$ cat src/hdl/rp_pkg.sv
// shared widths and encodings; one sample clock assumed, bus offsets are byte addresses
`default_nettype none

package rp_pkg;

  ////////////////////////////////////////////////////////////
  // ADC samples
  ////////////////////////////////////////////////////////////

  localparam int ADC_CH     = 4;   // acquisition channels
  localparam int ADC_DW     = 14;  // full sample width
  localparam int ADC_HALF_W = 7;   // bits per DDR half-word

  typedef logic [ADC_HALF_W-1:0]    adc_half_t;    // one edge of the DDR pair
  typedef logic signed [ADC_DW-1:0] adc_sample_t;  // two's complement

  ////////////////////////////////////////////////////////////
  // register bus
  ////////////////////////////////////////////////////////////

  typedef logic [31:0] sys_addr_t;
  typedef logic [31:0] sys_data_t;

  localparam int REGION_LSB = 20;  // region offset is the low 20 bits
  localparam int REGION_W   = 3;   // eight regions

  // only mapped regions are named, the rest answer with err
  typedef enum logic [REGION_W-1:0] {
    REGION_HK  = 3'd0,  // housekeeping
    REGION_PDM = 3'd4   // analog output settings
  } region_e;

  // housekeeping byte offsets
  typedef enum logic [REGION_LSB-1:0] {
    HK_ID        = 20'h00,
    HK_EXP_P_DIR = 20'h10,
    HK_EXP_N_DIR = 20'h14,
    HK_EXP_P_OUT = 20'h18,
    HK_EXP_N_OUT = 20'h1C,
    HK_EXP_P_IN  = 20'h20,
    HK_EXP_N_IN  = 20'h24,
    HK_LED       = 20'h30
  } hk_reg_e;

  localparam sys_data_t HK_ID_VALUE = 32'h5250_0414;  // board id, 4 ch / 14 bit

  localparam int EXP_W = 8;  // expansion connector port width
  localparam int LED_W = 8;

  ////////////////////////////////////////////////////////////
  // analog outputs
  ////////////////////////////////////////////////////////////

  typedef logic [7:0] pdm_cfg_t;  // pulse density, 0..255 of 256

  localparam int PDM_REG_STRIDE = 4;  // channel n at offset 4*n

endpackage

`default_nettype wire

$ cat src/hdl/adc_capture.sv
// DDR halves must already be aligned to adc_clk_01; fixed 2-cycle latency, no back-pressure
`timescale 1ns/1ns
`default_nettype none

module adc_capture (
  input  wire                                        adc_clk_01,
  input  wire                                        rst_i,
  input  wire  rp_pkg::adc_half_t   [rp_pkg::ADC_CH-1:0] adc_rise_i,  // rising edge halves
  input  wire  rp_pkg::adc_half_t   [rp_pkg::ADC_CH-1:0] adc_fall_i,  // falling edge halves
  output rp_pkg::adc_sample_t       [rp_pkg::ADC_CH-1:0] adc_dat_o
);

  import rp_pkg::*;

  wire logic  [ADC_CH-1:0][ADC_DW-1:0] adc_raw;  // interleaved ADC code
  adc_sample_t [ADC_CH-1:0]            conv_r;   // first stage, converted

  ////////////////////////////////////////////////////////////
  // per channel bit interleave
  ////////////////////////////////////////////////////////////

  for (genvar ch = 0; ch < ADC_CH; ch++) begin : g_ch
    for (genvar k = 0; k < ADC_HALF_W; k++) begin : g_bit
      assign adc_raw[ch][2*k]   = adc_fall_i[ch][k];  // even bits on falling edge
      assign adc_raw[ch][2*k+1] = adc_rise_i[ch][k];  // odd bits on rising edge
    end
  end

  ////////////////////////////////////////////////////////////
  // code conversion and output stage
  ////////////////////////////////////////////////////////////

  // ADC delivers offset code with negative slope;
  // keeping the MSB and inverting the rest gives two's complement
  always_ff @(posedge adc_clk_01) begin
    if (rst_i) begin
      conv_r    <= '0;
      adc_dat_o <= '0;
    end else begin
      for (int ch = 0; ch < ADC_CH; ch++) begin
        conv_r[ch] <= {adc_raw[ch][ADC_DW-1], ~adc_raw[ch][ADC_DW-2:0]};
      end
      adc_dat_o <= conv_r;  // second register, eases routing to consumers
    end
  end

endmodule

`default_nettype wire

$ cat src/hdl/housekeeping_regs.sv
// expansion port inputs are read as driven, no synchronizer; unknown offsets read zero
`timescale 1ns/1ns
`default_nettype none

module housekeeping_regs (
  input  wire                           adc_clk_01,
  input  wire                           rst_i,
  // register bus, region 0
  input  wire  [rp_pkg::REGION_LSB-1:0] addr_i,
  input  wire  rp_pkg::sys_data_t       wdata_i,
  input  wire                           wen_i,
  input  wire                           ren_i,
  output rp_pkg::sys_data_t             rdata_o,
  output logic                          ack_o,
  // LEDs and expansion connector
  output logic [rp_pkg::LED_W-1:0]      led_o,
  input  wire  [rp_pkg::EXP_W-1:0]      exp_p_dat_i,
  input  wire  [rp_pkg::EXP_W-1:0]      exp_n_dat_i,
  output logic [rp_pkg::EXP_W-1:0]      exp_p_dat_o,
  output logic [rp_pkg::EXP_W-1:0]      exp_n_dat_o,
  output logic [rp_pkg::EXP_W-1:0]      exp_p_dir_o,  // 1 = pin driven
  output logic [rp_pkg::EXP_W-1:0]      exp_n_dir_o
);

  import rp_pkg::*;

  // write side, outputs come straight from the registers
  always_ff @(posedge adc_clk_01) begin
    if (rst_i) begin
      ack_o       <= 1'b0;
      led_o       <= '0;
      exp_p_dat_o <= '0;
      exp_n_dat_o <= '0;
      exp_p_dir_o <= '0;  // all pins inputs
      exp_n_dir_o <= '0;
    end else begin
      ack_o <= wen_i | ren_i;  // every access answered next cycle
      if (wen_i) begin
        case (hk_reg_e'(addr_i))
          HK_EXP_P_DIR: exp_p_dir_o <= wdata_i[EXP_W-1:0];
          HK_EXP_N_DIR: exp_n_dir_o <= wdata_i[EXP_W-1:0];
          HK_EXP_P_OUT: exp_p_dat_o <= wdata_i[EXP_W-1:0];
          HK_EXP_N_OUT: exp_n_dat_o <= wdata_i[EXP_W-1:0];
          HK_LED:       led_o       <= wdata_i[LED_W-1:0];
          default: ;  // ID, inputs and holes ignore writes
        endcase
      end
    end
  end

  // read side
  always_ff @(posedge adc_clk_01) begin
    if (ren_i) begin
      case (hk_reg_e'(addr_i))
        HK_ID:        rdata_o <= HK_ID_VALUE;
        HK_EXP_P_DIR: rdata_o <= sys_data_t'(exp_p_dir_o);
        HK_EXP_N_DIR: rdata_o <= sys_data_t'(exp_n_dir_o);
        HK_EXP_P_OUT: rdata_o <= sys_data_t'(exp_p_dat_o);
        HK_EXP_N_OUT: rdata_o <= sys_data_t'(exp_n_dat_o);
        HK_EXP_P_IN:  rdata_o <= sys_data_t'(exp_p_dat_i);  // pin state
        HK_EXP_N_IN:  rdata_o <= sys_data_t'(exp_n_dat_i);
        HK_LED:       rdata_o <= sys_data_t'(led_o);
        default:      rdata_o <= '0;
      endcase
    end
  end

endmodule

`default_nettype wire

$ cat src/hdl/pdm_modulator.sv
// first-order PDM, period 256 cycles; an external RC filter is expected on each output
`timescale 1ns/1ns
`default_nettype none

module pdm_modulator (
  input  wire                                    adc_clk_01,
  input  wire                                    rst_i,
  input  wire  rp_pkg::pdm_cfg_t [rp_pkg::ADC_CH-1:0] pdm_cfg_i,
  output logic [rp_pkg::ADC_CH-1:0]              dac_pwm_o
);

  import rp_pkg::*;

  logic [ADC_CH-1:0][$bits(pdm_cfg_t)-1:0] acc;  // per channel accumulator

  // setting c adds c/256 per cycle, each wrap is one pulse
  always_ff @(posedge adc_clk_01) begin
    if (rst_i) begin
      acc       <= '0;
      dac_pwm_o <= '0;
    end else begin
      for (int ch = 0; ch < ADC_CH; ch++) begin
        {dac_pwm_o[ch], acc[ch]} <= {1'b0, acc[ch]} + {1'b0, pdm_cfg_i[ch]};  // carry out
      end
    end
  end

  ////////////////////////////////////////////////////////////
  // checks
  ////////////////////////////////////////////////////////////

  for (genvar ch = 0; ch < ADC_CH; ch++) begin : g_chk
    // zero setting must not leak pulses from the accumulator state
    a_zero_stays_low: assert property (
      @(posedge adc_clk_01) disable iff (rst_i)
      (pdm_cfg_i[ch] == '0) && $past(pdm_cfg_i[ch] == '0) |-> !dac_pwm_o[ch]
    );
  end

endmodule

`default_nettype wire

$ cat src/hdl/pdm_regs.sv
// four 8-bit settings at byte stride 4 in region 4; other offsets read zero and ignore writes
`timescale 1ns/1ns
`default_nettype none

module pdm_regs (
  input  wire                                     adc_clk_01,
  input  wire                                     rst_i,
  // register bus, region 4
  input  wire  [rp_pkg::REGION_LSB-1:0]           addr_i,
  input  wire  rp_pkg::sys_data_t                 wdata_i,
  input  wire                                     wen_i,
  input  wire                                     ren_i,
  output rp_pkg::sys_data_t                       rdata_o,
  output logic                                    ack_o,
  // settings to the modulators
  output rp_pkg::pdm_cfg_t [rp_pkg::ADC_CH-1:0]   pdm_cfg_o
);

  import rp_pkg::*;

  always_ff @(posedge adc_clk_01) begin
    if (rst_i) begin
      ack_o     <= 1'b0;
      pdm_cfg_o <= '0;  // outputs idle low
    end else begin
      ack_o <= wen_i | ren_i;
      if (wen_i) begin
        for (int ch = 0; ch < ADC_CH; ch++) begin
          if (addr_i == REGION_LSB'(ch * PDM_REG_STRIDE)) begin
            pdm_cfg_o[ch] <= wdata_i[$bits(pdm_cfg_t)-1:0];  // upper bits dropped
          end
        end
      end
    end
  end

  // readback, zero extended
  always_ff @(posedge adc_clk_01) begin
    if (ren_i) begin
      rdata_o <= '0;
      for (int ch = 0; ch < ADC_CH; ch++) begin
        if (addr_i == REGION_LSB'(ch * PDM_REG_STRIDE)) begin
          rdata_o <= sys_data_t'(pdm_cfg_o[ch]);
        end
      end
    end
  end

endmodule

`default_nettype wire

$ cat src/hdl/rp_analog_top.sv
// analog data path only, single clock adc_clk_01; expansion pins leave as separate dat/dir
`timescale 1ns/1ns
`default_nettype none

module rp_analog_top (
  input  wire                                        adc_clk_01,
  input  wire                                        rst_i,
  // ADC
  input  wire  rp_pkg::adc_half_t   [rp_pkg::ADC_CH-1:0] adc_rise_i,
  input  wire  rp_pkg::adc_half_t   [rp_pkg::ADC_CH-1:0] adc_fall_i,
  output rp_pkg::adc_sample_t       [rp_pkg::ADC_CH-1:0] adc_dat_o,
  // register bus
  input  wire  rp_pkg::sys_addr_t                    sys_addr_i,
  input  wire  rp_pkg::sys_data_t                    sys_wdata_i,
  input  wire                                        sys_wen_i,
  input  wire                                        sys_ren_i,
  output rp_pkg::sys_data_t                          sys_rdata_o,
  output logic                                       sys_ack_o,
  output logic                                       sys_err_o,
  // LEDs and expansion connector
  output logic [rp_pkg::LED_W-1:0]                   led_o,
  input  wire  [rp_pkg::EXP_W-1:0]                   exp_p_dat_i,
  input  wire  [rp_pkg::EXP_W-1:0]                   exp_n_dat_i,
  output logic [rp_pkg::EXP_W-1:0]                   exp_p_dat_o,
  output logic [rp_pkg::EXP_W-1:0]                   exp_n_dat_o,
  output logic [rp_pkg::EXP_W-1:0]                   exp_p_dir_o,
  output logic [rp_pkg::EXP_W-1:0]                   exp_n_dir_o,
  // PDM DAC
  output logic [rp_pkg::ADC_CH-1:0]                  dac_pwm_o
);

  import rp_pkg::*;

  logic [REGION_LSB-1:0]    loc_addr;  // offset inside region
  logic                     hk_wen, hk_ren, hk_ack;
  sys_data_t                hk_rdata;
  logic                     pdm_wen, pdm_ren, pdm_ack;
  sys_data_t                pdm_rdata;
  pdm_cfg_t [ADC_CH-1:0]    pdm_cfg;

  ////////////////////////////////////////////////////////////
  // input side
  ////////////////////////////////////////////////////////////

  adc_capture adc_capture0 (
    .adc_clk_01 (adc_clk_01),
    .rst_i      (rst_i),
    .adc_rise_i (adc_rise_i),
    .adc_fall_i (adc_fall_i),
    .adc_dat_o  (adc_dat_o)
  );

  ////////////////////////////////////////////////////////////
  // register bus and settings
  ////////////////////////////////////////////////////////////

  sys_bus_decoder sys_bus_decoder0 (
    .adc_clk_01  (adc_clk_01),
    .rst_i       (rst_i),
    .sys_addr_i  (sys_addr_i),
    .sys_wen_i   (sys_wen_i),
    .sys_ren_i   (sys_ren_i),
    .sys_rdata_o (sys_rdata_o),
    .sys_ack_o   (sys_ack_o),
    .sys_err_o   (sys_err_o),
    .loc_addr_o  (loc_addr),
    .hk_wen_o    (hk_wen),
    .hk_ren_o    (hk_ren),
    .hk_rdata_i  (hk_rdata),
    .hk_ack_i    (hk_ack),
    .pdm_wen_o   (pdm_wen),
    .pdm_ren_o   (pdm_ren),
    .pdm_rdata_i (pdm_rdata),
    .pdm_ack_i   (pdm_ack)
  );

  housekeeping_regs housekeeping_regs0 (
    .adc_clk_01  (adc_clk_01),
    .rst_i       (rst_i),
    .addr_i      (loc_addr),
    .wdata_i     (sys_wdata_i),  // write data shared by all regions
    .wen_i       (hk_wen),
    .ren_i       (hk_ren),
    .rdata_o     (hk_rdata),
    .ack_o       (hk_ack),
    .led_o       (led_o),
    .exp_p_dat_i (exp_p_dat_i),
    .exp_n_dat_i (exp_n_dat_i),
    .exp_p_dat_o (exp_p_dat_o),
    .exp_n_dat_o (exp_n_dat_o),
    .exp_p_dir_o (exp_p_dir_o),
    .exp_n_dir_o (exp_n_dir_o)
  );

  pdm_regs pdm_regs0 (
    .adc_clk_01 (adc_clk_01),
    .rst_i      (rst_i),
    .addr_i     (loc_addr),
    .wdata_i    (sys_wdata_i),
    .wen_i      (pdm_wen),
    .ren_i      (pdm_ren),
    .rdata_o    (pdm_rdata),
    .ack_o      (pdm_ack),
    .pdm_cfg_o  (pdm_cfg)
  );

  ////////////////////////////////////////////////////////////
  // output side
  ////////////////////////////////////////////////////////////

  pdm_modulator pdm_modulator0 (
    .adc_clk_01 (adc_clk_01),
    .rst_i      (rst_i),
    .pdm_cfg_i  (pdm_cfg),
    .dac_pwm_o  (dac_pwm_o)
  );

endmodule

`default_nettype wire

$ cat src/hdl/sys_bus_decoder.sv
// one strobe per access and one response per strobe; unmapped regions answer ack with err
`timescale 1ns/1ns
`default_nettype none

module sys_bus_decoder (
  input  wire                           adc_clk_01,
  input  wire                           rst_i,
  // bus master side
  input  wire  rp_pkg::sys_addr_t       sys_addr_i,
  input  wire                           sys_wen_i,
  input  wire                           sys_ren_i,
  output rp_pkg::sys_data_t             sys_rdata_o,
  output logic                          sys_ack_o,
  output logic                          sys_err_o,
  // region offset, shared by all responders
  output logic [rp_pkg::REGION_LSB-1:0] loc_addr_o,
  // region 0, housekeeping
  output logic                          hk_wen_o,
  output logic                          hk_ren_o,
  input  wire  rp_pkg::sys_data_t       hk_rdata_i,
  input  wire                           hk_ack_i,
  // region 4, analog outputs
  output logic                          pdm_wen_o,
  output logic                          pdm_ren_o,
  input  wire  rp_pkg::sys_data_t       pdm_rdata_i,
  input  wire                           pdm_ack_i
);

  import rp_pkg::*;

  region_e region;      // region of the current strobe
  region_e rsp_region;  // region of the access being answered
  logic    strobe;
  logic    mapped;
  logic    err_r;       // error response for unmapped regions

  assign region     = region_e'(sys_addr_i[REGION_LSB +: REGION_W]);
  assign loc_addr_o = sys_addr_i[REGION_LSB-1:0];
  assign strobe     = sys_wen_i | sys_ren_i;
  assign mapped     = (region == REGION_HK) || (region == REGION_PDM);

  // strobe routing
  assign hk_wen_o  = sys_wen_i & (region == REGION_HK);
  assign hk_ren_o  = sys_ren_i & (region == REGION_HK);
  assign pdm_wen_o = sys_wen_i & (region == REGION_PDM);
  assign pdm_ren_o = sys_ren_i & (region == REGION_PDM);

  always_ff @(posedge adc_clk_01) begin
    if (rst_i) begin
      rsp_region <= REGION_HK;
      err_r      <= 1'b0;
    end else begin
      err_r <= strobe & ~mapped;  // stub answer, 1 cycle like the responders
      if (strobe) begin
        rsp_region <= region;  // a new strobe may overlap the previous ack
      end
    end
  end

  ////////////////////////////////////////////////////////////
  // response mux
  ////////////////////////////////////////////////////////////

  always_comb begin
    case (rsp_region)
      REGION_HK: begin
        sys_ack_o   = hk_ack_i;
        sys_rdata_o = hk_rdata_i;
      end
      REGION_PDM: begin
        sys_ack_o   = pdm_ack_i;
        sys_rdata_o = pdm_rdata_i;
      end
      default: begin
        sys_ack_o   = err_r;
        sys_rdata_o = '0;  // nothing to read in a stub region
      end
    endcase
  end

  assign sys_err_o = err_r;

  // error only ever comes as part of a response
  a_err_has_ack: assert property (
    @(posedge adc_clk_01) disable iff (rst_i)
    sys_err_o |-> sys_ack_o
  );

  // responders and stub never answer unasked
  a_ack_after_strobe: assert property (
    @(posedge adc_clk_01) disable iff (rst_i)
    sys_ack_o |-> $past(sys_wen_i || sys_ren_i)
  );

endmodule

`default_nettype wire

$ cat config.mk
export PLATFORM = sky130hd
export DESIGN_NAME = rp_analog_top
export DESIGN_NICKNAME = d
export VERILOG_FILES = /design/src/hdl/rp_pkg.sv /design/src/hdl/adc_capture.sv /design/src/hdl/housekeeping_regs.sv /design/src/hdl/pdm_modulator.sv /design/src/hdl/pdm_regs.sv /design/src/hdl/rp_analog_top.sv /design/src/hdl/sys_bus_decoder.sv
export SDC_FILE = /design/constraint.sdc
export NUM_CORES = 1
export LEC_CHECK = 0
export ABC_AREA = 1
export BUFFER_PORTS_ARGS = -buffer_cell sky130_fd_sc_hd__clkbuf_2
export CORE_ASPECT_RATIO = 0.9
export CORE_UTILIZATION = 59
export CTS_BUF_LIST = sky130_fd_sc_hd__clkbuf_8
export CTS_CLUSTER_DIAMETER = 100
export DETAILED_ROUTE_END_ITERATION = 8
export PLACE_DENSITY_LB_ADDON = 0.25
export SLEW_MARGIN = 20
export SYNTH_ARGS = -nofsm -noshare
export SYNTH_HDL_FRONTEND = slang
export SYNTH_SLANG_ARGS = --single-unit
$ cat constraint.sdc
create_clock -name adc_clk_01 -period 4.2 [get_ports adc_clk_01]
set_clock_uncertainty 0.2 [all_clocks]
set_input_delay 0.21 -clock adc_clk_01 [delete_from_list [all_inputs] [get_ports adc_clk_01]]
set_output_delay 0.21 -clock adc_clk_01 [all_outputs]
set_load 0.02 [all_outputs]
==> impl_metrics.env <==
export IMPL_max_vdd_ir_drop_uv=311
export IMPL_layout_drive_gt1_share_pct=19.3
export IMPL_finalWirelength_um=26100
export IMPL_syn_inst=1356
export IMPL_ys_types=32
export IMPL_drtAntennaViolNets=0
export IMPL_nets=1833
export IMPL_worstReg2RegStart="housekeeping_regs0.exp_n_dir_o[6]"
export IMPL_power_density_mw_per_mm2=362
export IMPL_arrival_ns=3.19
export IMPL_crit_path_max_fanout=58
export IMPL_cap_violations=0
export IMPL_clk_pin_slew_ns=0.07
export IMPL_p_leak_uw=0.00702
export IMPL_die_x_um=141
export IMPL_synth_seq_cells=243
export IMPL_place_hpwl_um=16400
export IMPL_drcViolationCount=0
export IMPL_wl_per_cell_um=13.5
export IMPL_ys_flop_type="dfxtp_1"
export IMPL_cp_start_kind="input pin"
export IMPL_num_io_pins=274
export IMPL_ys_seq_area_share_pct=48.8
export IMPL_crit_required_ns=4.46
export IMPL_post_cts_resized=0
export IMPL_overflow=0
export IMPL_use_met2_pct=49.5
export IMPL_crit_buf_inv=5
export IMPL_die_h_um=127
export IMPL_clock_sinks=243
export IMPL_grt_setup_unrepaired="false"
export IMPL_path_delay_family="buffers and inverters"
export IMPL_slew_violations=0
export IMPL_yosysWarnings=0
export IMPL_slew_limit_headroom_pct=31.5
export IMPL_cts_root_buf="clkbuf_8"
export IMPL_rows=45
export IMPL_max_freq_mhz=342
export IMPL_drtIter0Drc=586
export IMPL_syn_cell_area_mm2=0.0103
export IMPL_setup_viol=0
export IMPL_final_instance_count_excl_fill=1923
export IMPL_cpMostUsedCell="dlygate4sd3_1"
export IMPL_cpPeakStageDelay_ns=0.73
export IMPL_clk_latency_ns=0.53
export IMPL_grt_util_met3_pct=4.42
export IMPL_synth_largest_area_cell="dfxtp_1"
export IMPL_tns_ns=0
export IMPL_grt_pass1_vias=8507
export IMPL_ys_top_cells_by_area="dfxtp_1, nor2_1, nand2_1, inv_1, edfxtp_1"
export IMPL_min_from="sys_addr_i[8]"
export IMPL_final_util_pct=76.9
export IMPL_grt_max_degree=119
export IMPL_tightest_slew_ns=1.03
export IMPL_placed_cells=1760
export IMPL_area_growth_pct=26.8
export IMPL_via_count=9359
export IMPL_synth_top_area_share_pct=43.9
export IMPL_gp_congestion=0.883
export IMPL_hold_viol_final=0
export IMPL_cp_end_kind="flip-flop"
export IMPL_antenna_found_initial=1
export IMPL_path_cells="dlygate4sd3_1 -> buf_4 -> inv_2 -> o21ai_0 -> dlygate4sd3_1 -> nor2_1 -> dlygate4sd3_1"
export IMPL_tritoncts="done"
export IMPL_fin_hold_ws_ns=0.0928
export IMPL_synth_avg_cell_area_um2=7.60
export IMPL_numCtsBuffers=39
export IMPL_synth_async_reset_ratio_pct=0
export IMPL_min_path_type="in -> reg"
export IMPL_io_buffers=222
export IMPL_drt_pass1_iter_count=7
export IMPL_use_met1_pct=37.0
export IMPL_cts_hold_fix_buffers=91
export IMPL_initial_utilization_pct=60.6
export IMPL_crit_slowest_cell="inv_2"
export IMPL_startpoint="rst_i"
export IMPL_status="completed"
export IMPL_design_core_area_mm2=0.0170
export IMPL_finalCritPeriodShare_pct=69.6
export IMPL_grt_pass1_wl_um=41100
export IMPL_grt_util_all_layers_pct=28.9
export IMPL_die_area_mm2=0.0180
export IMPL_htreeDepth=2
export IMPL_path_class="in -> reg"
export IMPL_cts_setup_buffers=0
export IMPL_routed_via_density=4.87
export IMPL_grt_busiest_layer="met2"
export IMPL_synth_edf_count=17
export IMPL_clock_path_buffers=3
export IMPL_period_needed_ns=2.92
-- cell type report --
class / count / area (um^2)
Inverter: 182 / 684
Clock inverter: 22 / 105
Sequential cell: 243 / 5030
Fill cell: 1251 / 3930
Multi-Input combinational cell: 874 / 4220
Timing Repair Buffer: 317 / 2070
Clock buffer: 48 / 661
Tap cell: 235 / 294
Antenna cell: 2 / 5.00
-- report_power, final --
group | internal (uW) | switching [uW] | total, uW
Clock | 1040 | 932 | 1980
Sequential | 2380 | 16.4 | 2400
Combinational | 141 | 222 | 362
Total | 3570 | 1170 | 4740
-- registers in the layout, summed over array words and instances (netlist names) --
| signal | cells |
|---|---|
| housekeeping_regs0.exp_p_dat_o | 8 |
| housekeeping_regs0.ack_o | 1 |
| pdm_regs0.pdm_cfg_o | 32 |
| pdm_modulator0.acc | 32 |
| pdm_modulator0.dac_pwm_o | 4 |
| adc_capture0.adc_dat_o | 56 |
| housekeeping_regs0.led_o | 8 |
| sys_bus_decoder0.rsp_region | 3 |
| pdm_regs0.rdata_o | 8 |
| housekeeping_regs0.exp_n_dat_o | 8 |
| adc_capture0.conv_r | 56 |
| pdm_regs0.ack_o | 1 |
| housekeeping_regs0.exp_p_dir_o | 8 |
| housekeeping_regs0.exp_n_dir_o | 8 |
| sys_bus_decoder0.sys_err_o | 1 |
| housekeeping_regs0.rdata_o | 9 |
-- cells by family after synthesis --
group	share of synthesized area, %
adders and majority gates	4.66
buffers and inverters	10.9
and+or+nand+nor	30.5
DFF	48.8
AOI/OAI and AO/OA	5.15
other	0.0364
-- Yosys cell counts (2+ instances only) --
cell type	number
nor2_8	3
buf_4	23
fa_1	4
nor2_4	11
nand4_4	3
inv_2	4
nand2_4	6
buf_1	9
ha_1	32
nor2_2	3
dfxtp_1	226
a21o_1	8
o21ai_0	42
nand4_1	46
o211ai_1	4
a31oi_1	4
nor2_1	335
nand2_2	5
edfxtp_1	17
nand2_1	264
buf_2	10
clkbuf_1	24
buf_6	8
inv_1	176
a21oi_1	41
nand3_1	41
nand3_2	2
-- metrics by stage --
stage / worst slack, ns / power [uW] / area [um^2]
CTS: 1.38 / 4750 / 13100
floorplan: 2.52 / 2640 / 10400
detailed placement: 1.82 / 2740 / 11400
global placement: 1.86 / 2730 / 11400
global route: 1.16 / 4910 / 13100
finish: 1.28 / 4740 / 13100
-- layer usage --
| layer | up-vias | wire [um] |
|---|---|---|
| li1 | 4764 | - |
| met1 | 4198 | 11100 |
| met2 | 339 | 12700 |
| met3 | 58 | 1600 |
| met4 | 0 | 674 |
| met5 | - | 0 |
-- cells in the final DEF, fill, tap and decap left out, drive strengths merged --
cell type    instances
nand4               49
inv                192
clkinv              12
diode                2
edfxtp              17
a21o                 8
a21oi               41
conb                18
dfxtp              226
dlygate4sd3         91
clkbuf             269
ha                  32
nand3               43
o211ai               4
o21ai               42
fa                   4
nor3b                1
nand2              275
nor2               352
a31oi                4
and3                 1
buf                  5
-- tightest hold or removal path, cell delays in order --
cell and delay (ns):
clkbuf_2 0.07, nor2_1 0.03, nand2_1 0.09, nor2_4 0.10
nand4_4 0.12, o21ai_0 0.08, nor2_1 0.07
-- path summary, 6_finish.rpt --
check                                    to  slack [ns]  cells after the start
max          sys_bus_decoder0.rsp_region[1]        1.28                      7
min             housekeeping_regs0.led_o[6]        0.09                      7
max reg2reg   housekeeping_regs0.rdata_o[6]        2.34                      5
min reg2reg      adc_capture0.adc_dat_o[13]        0.20                      2
(Power assumes the default switching activity.)
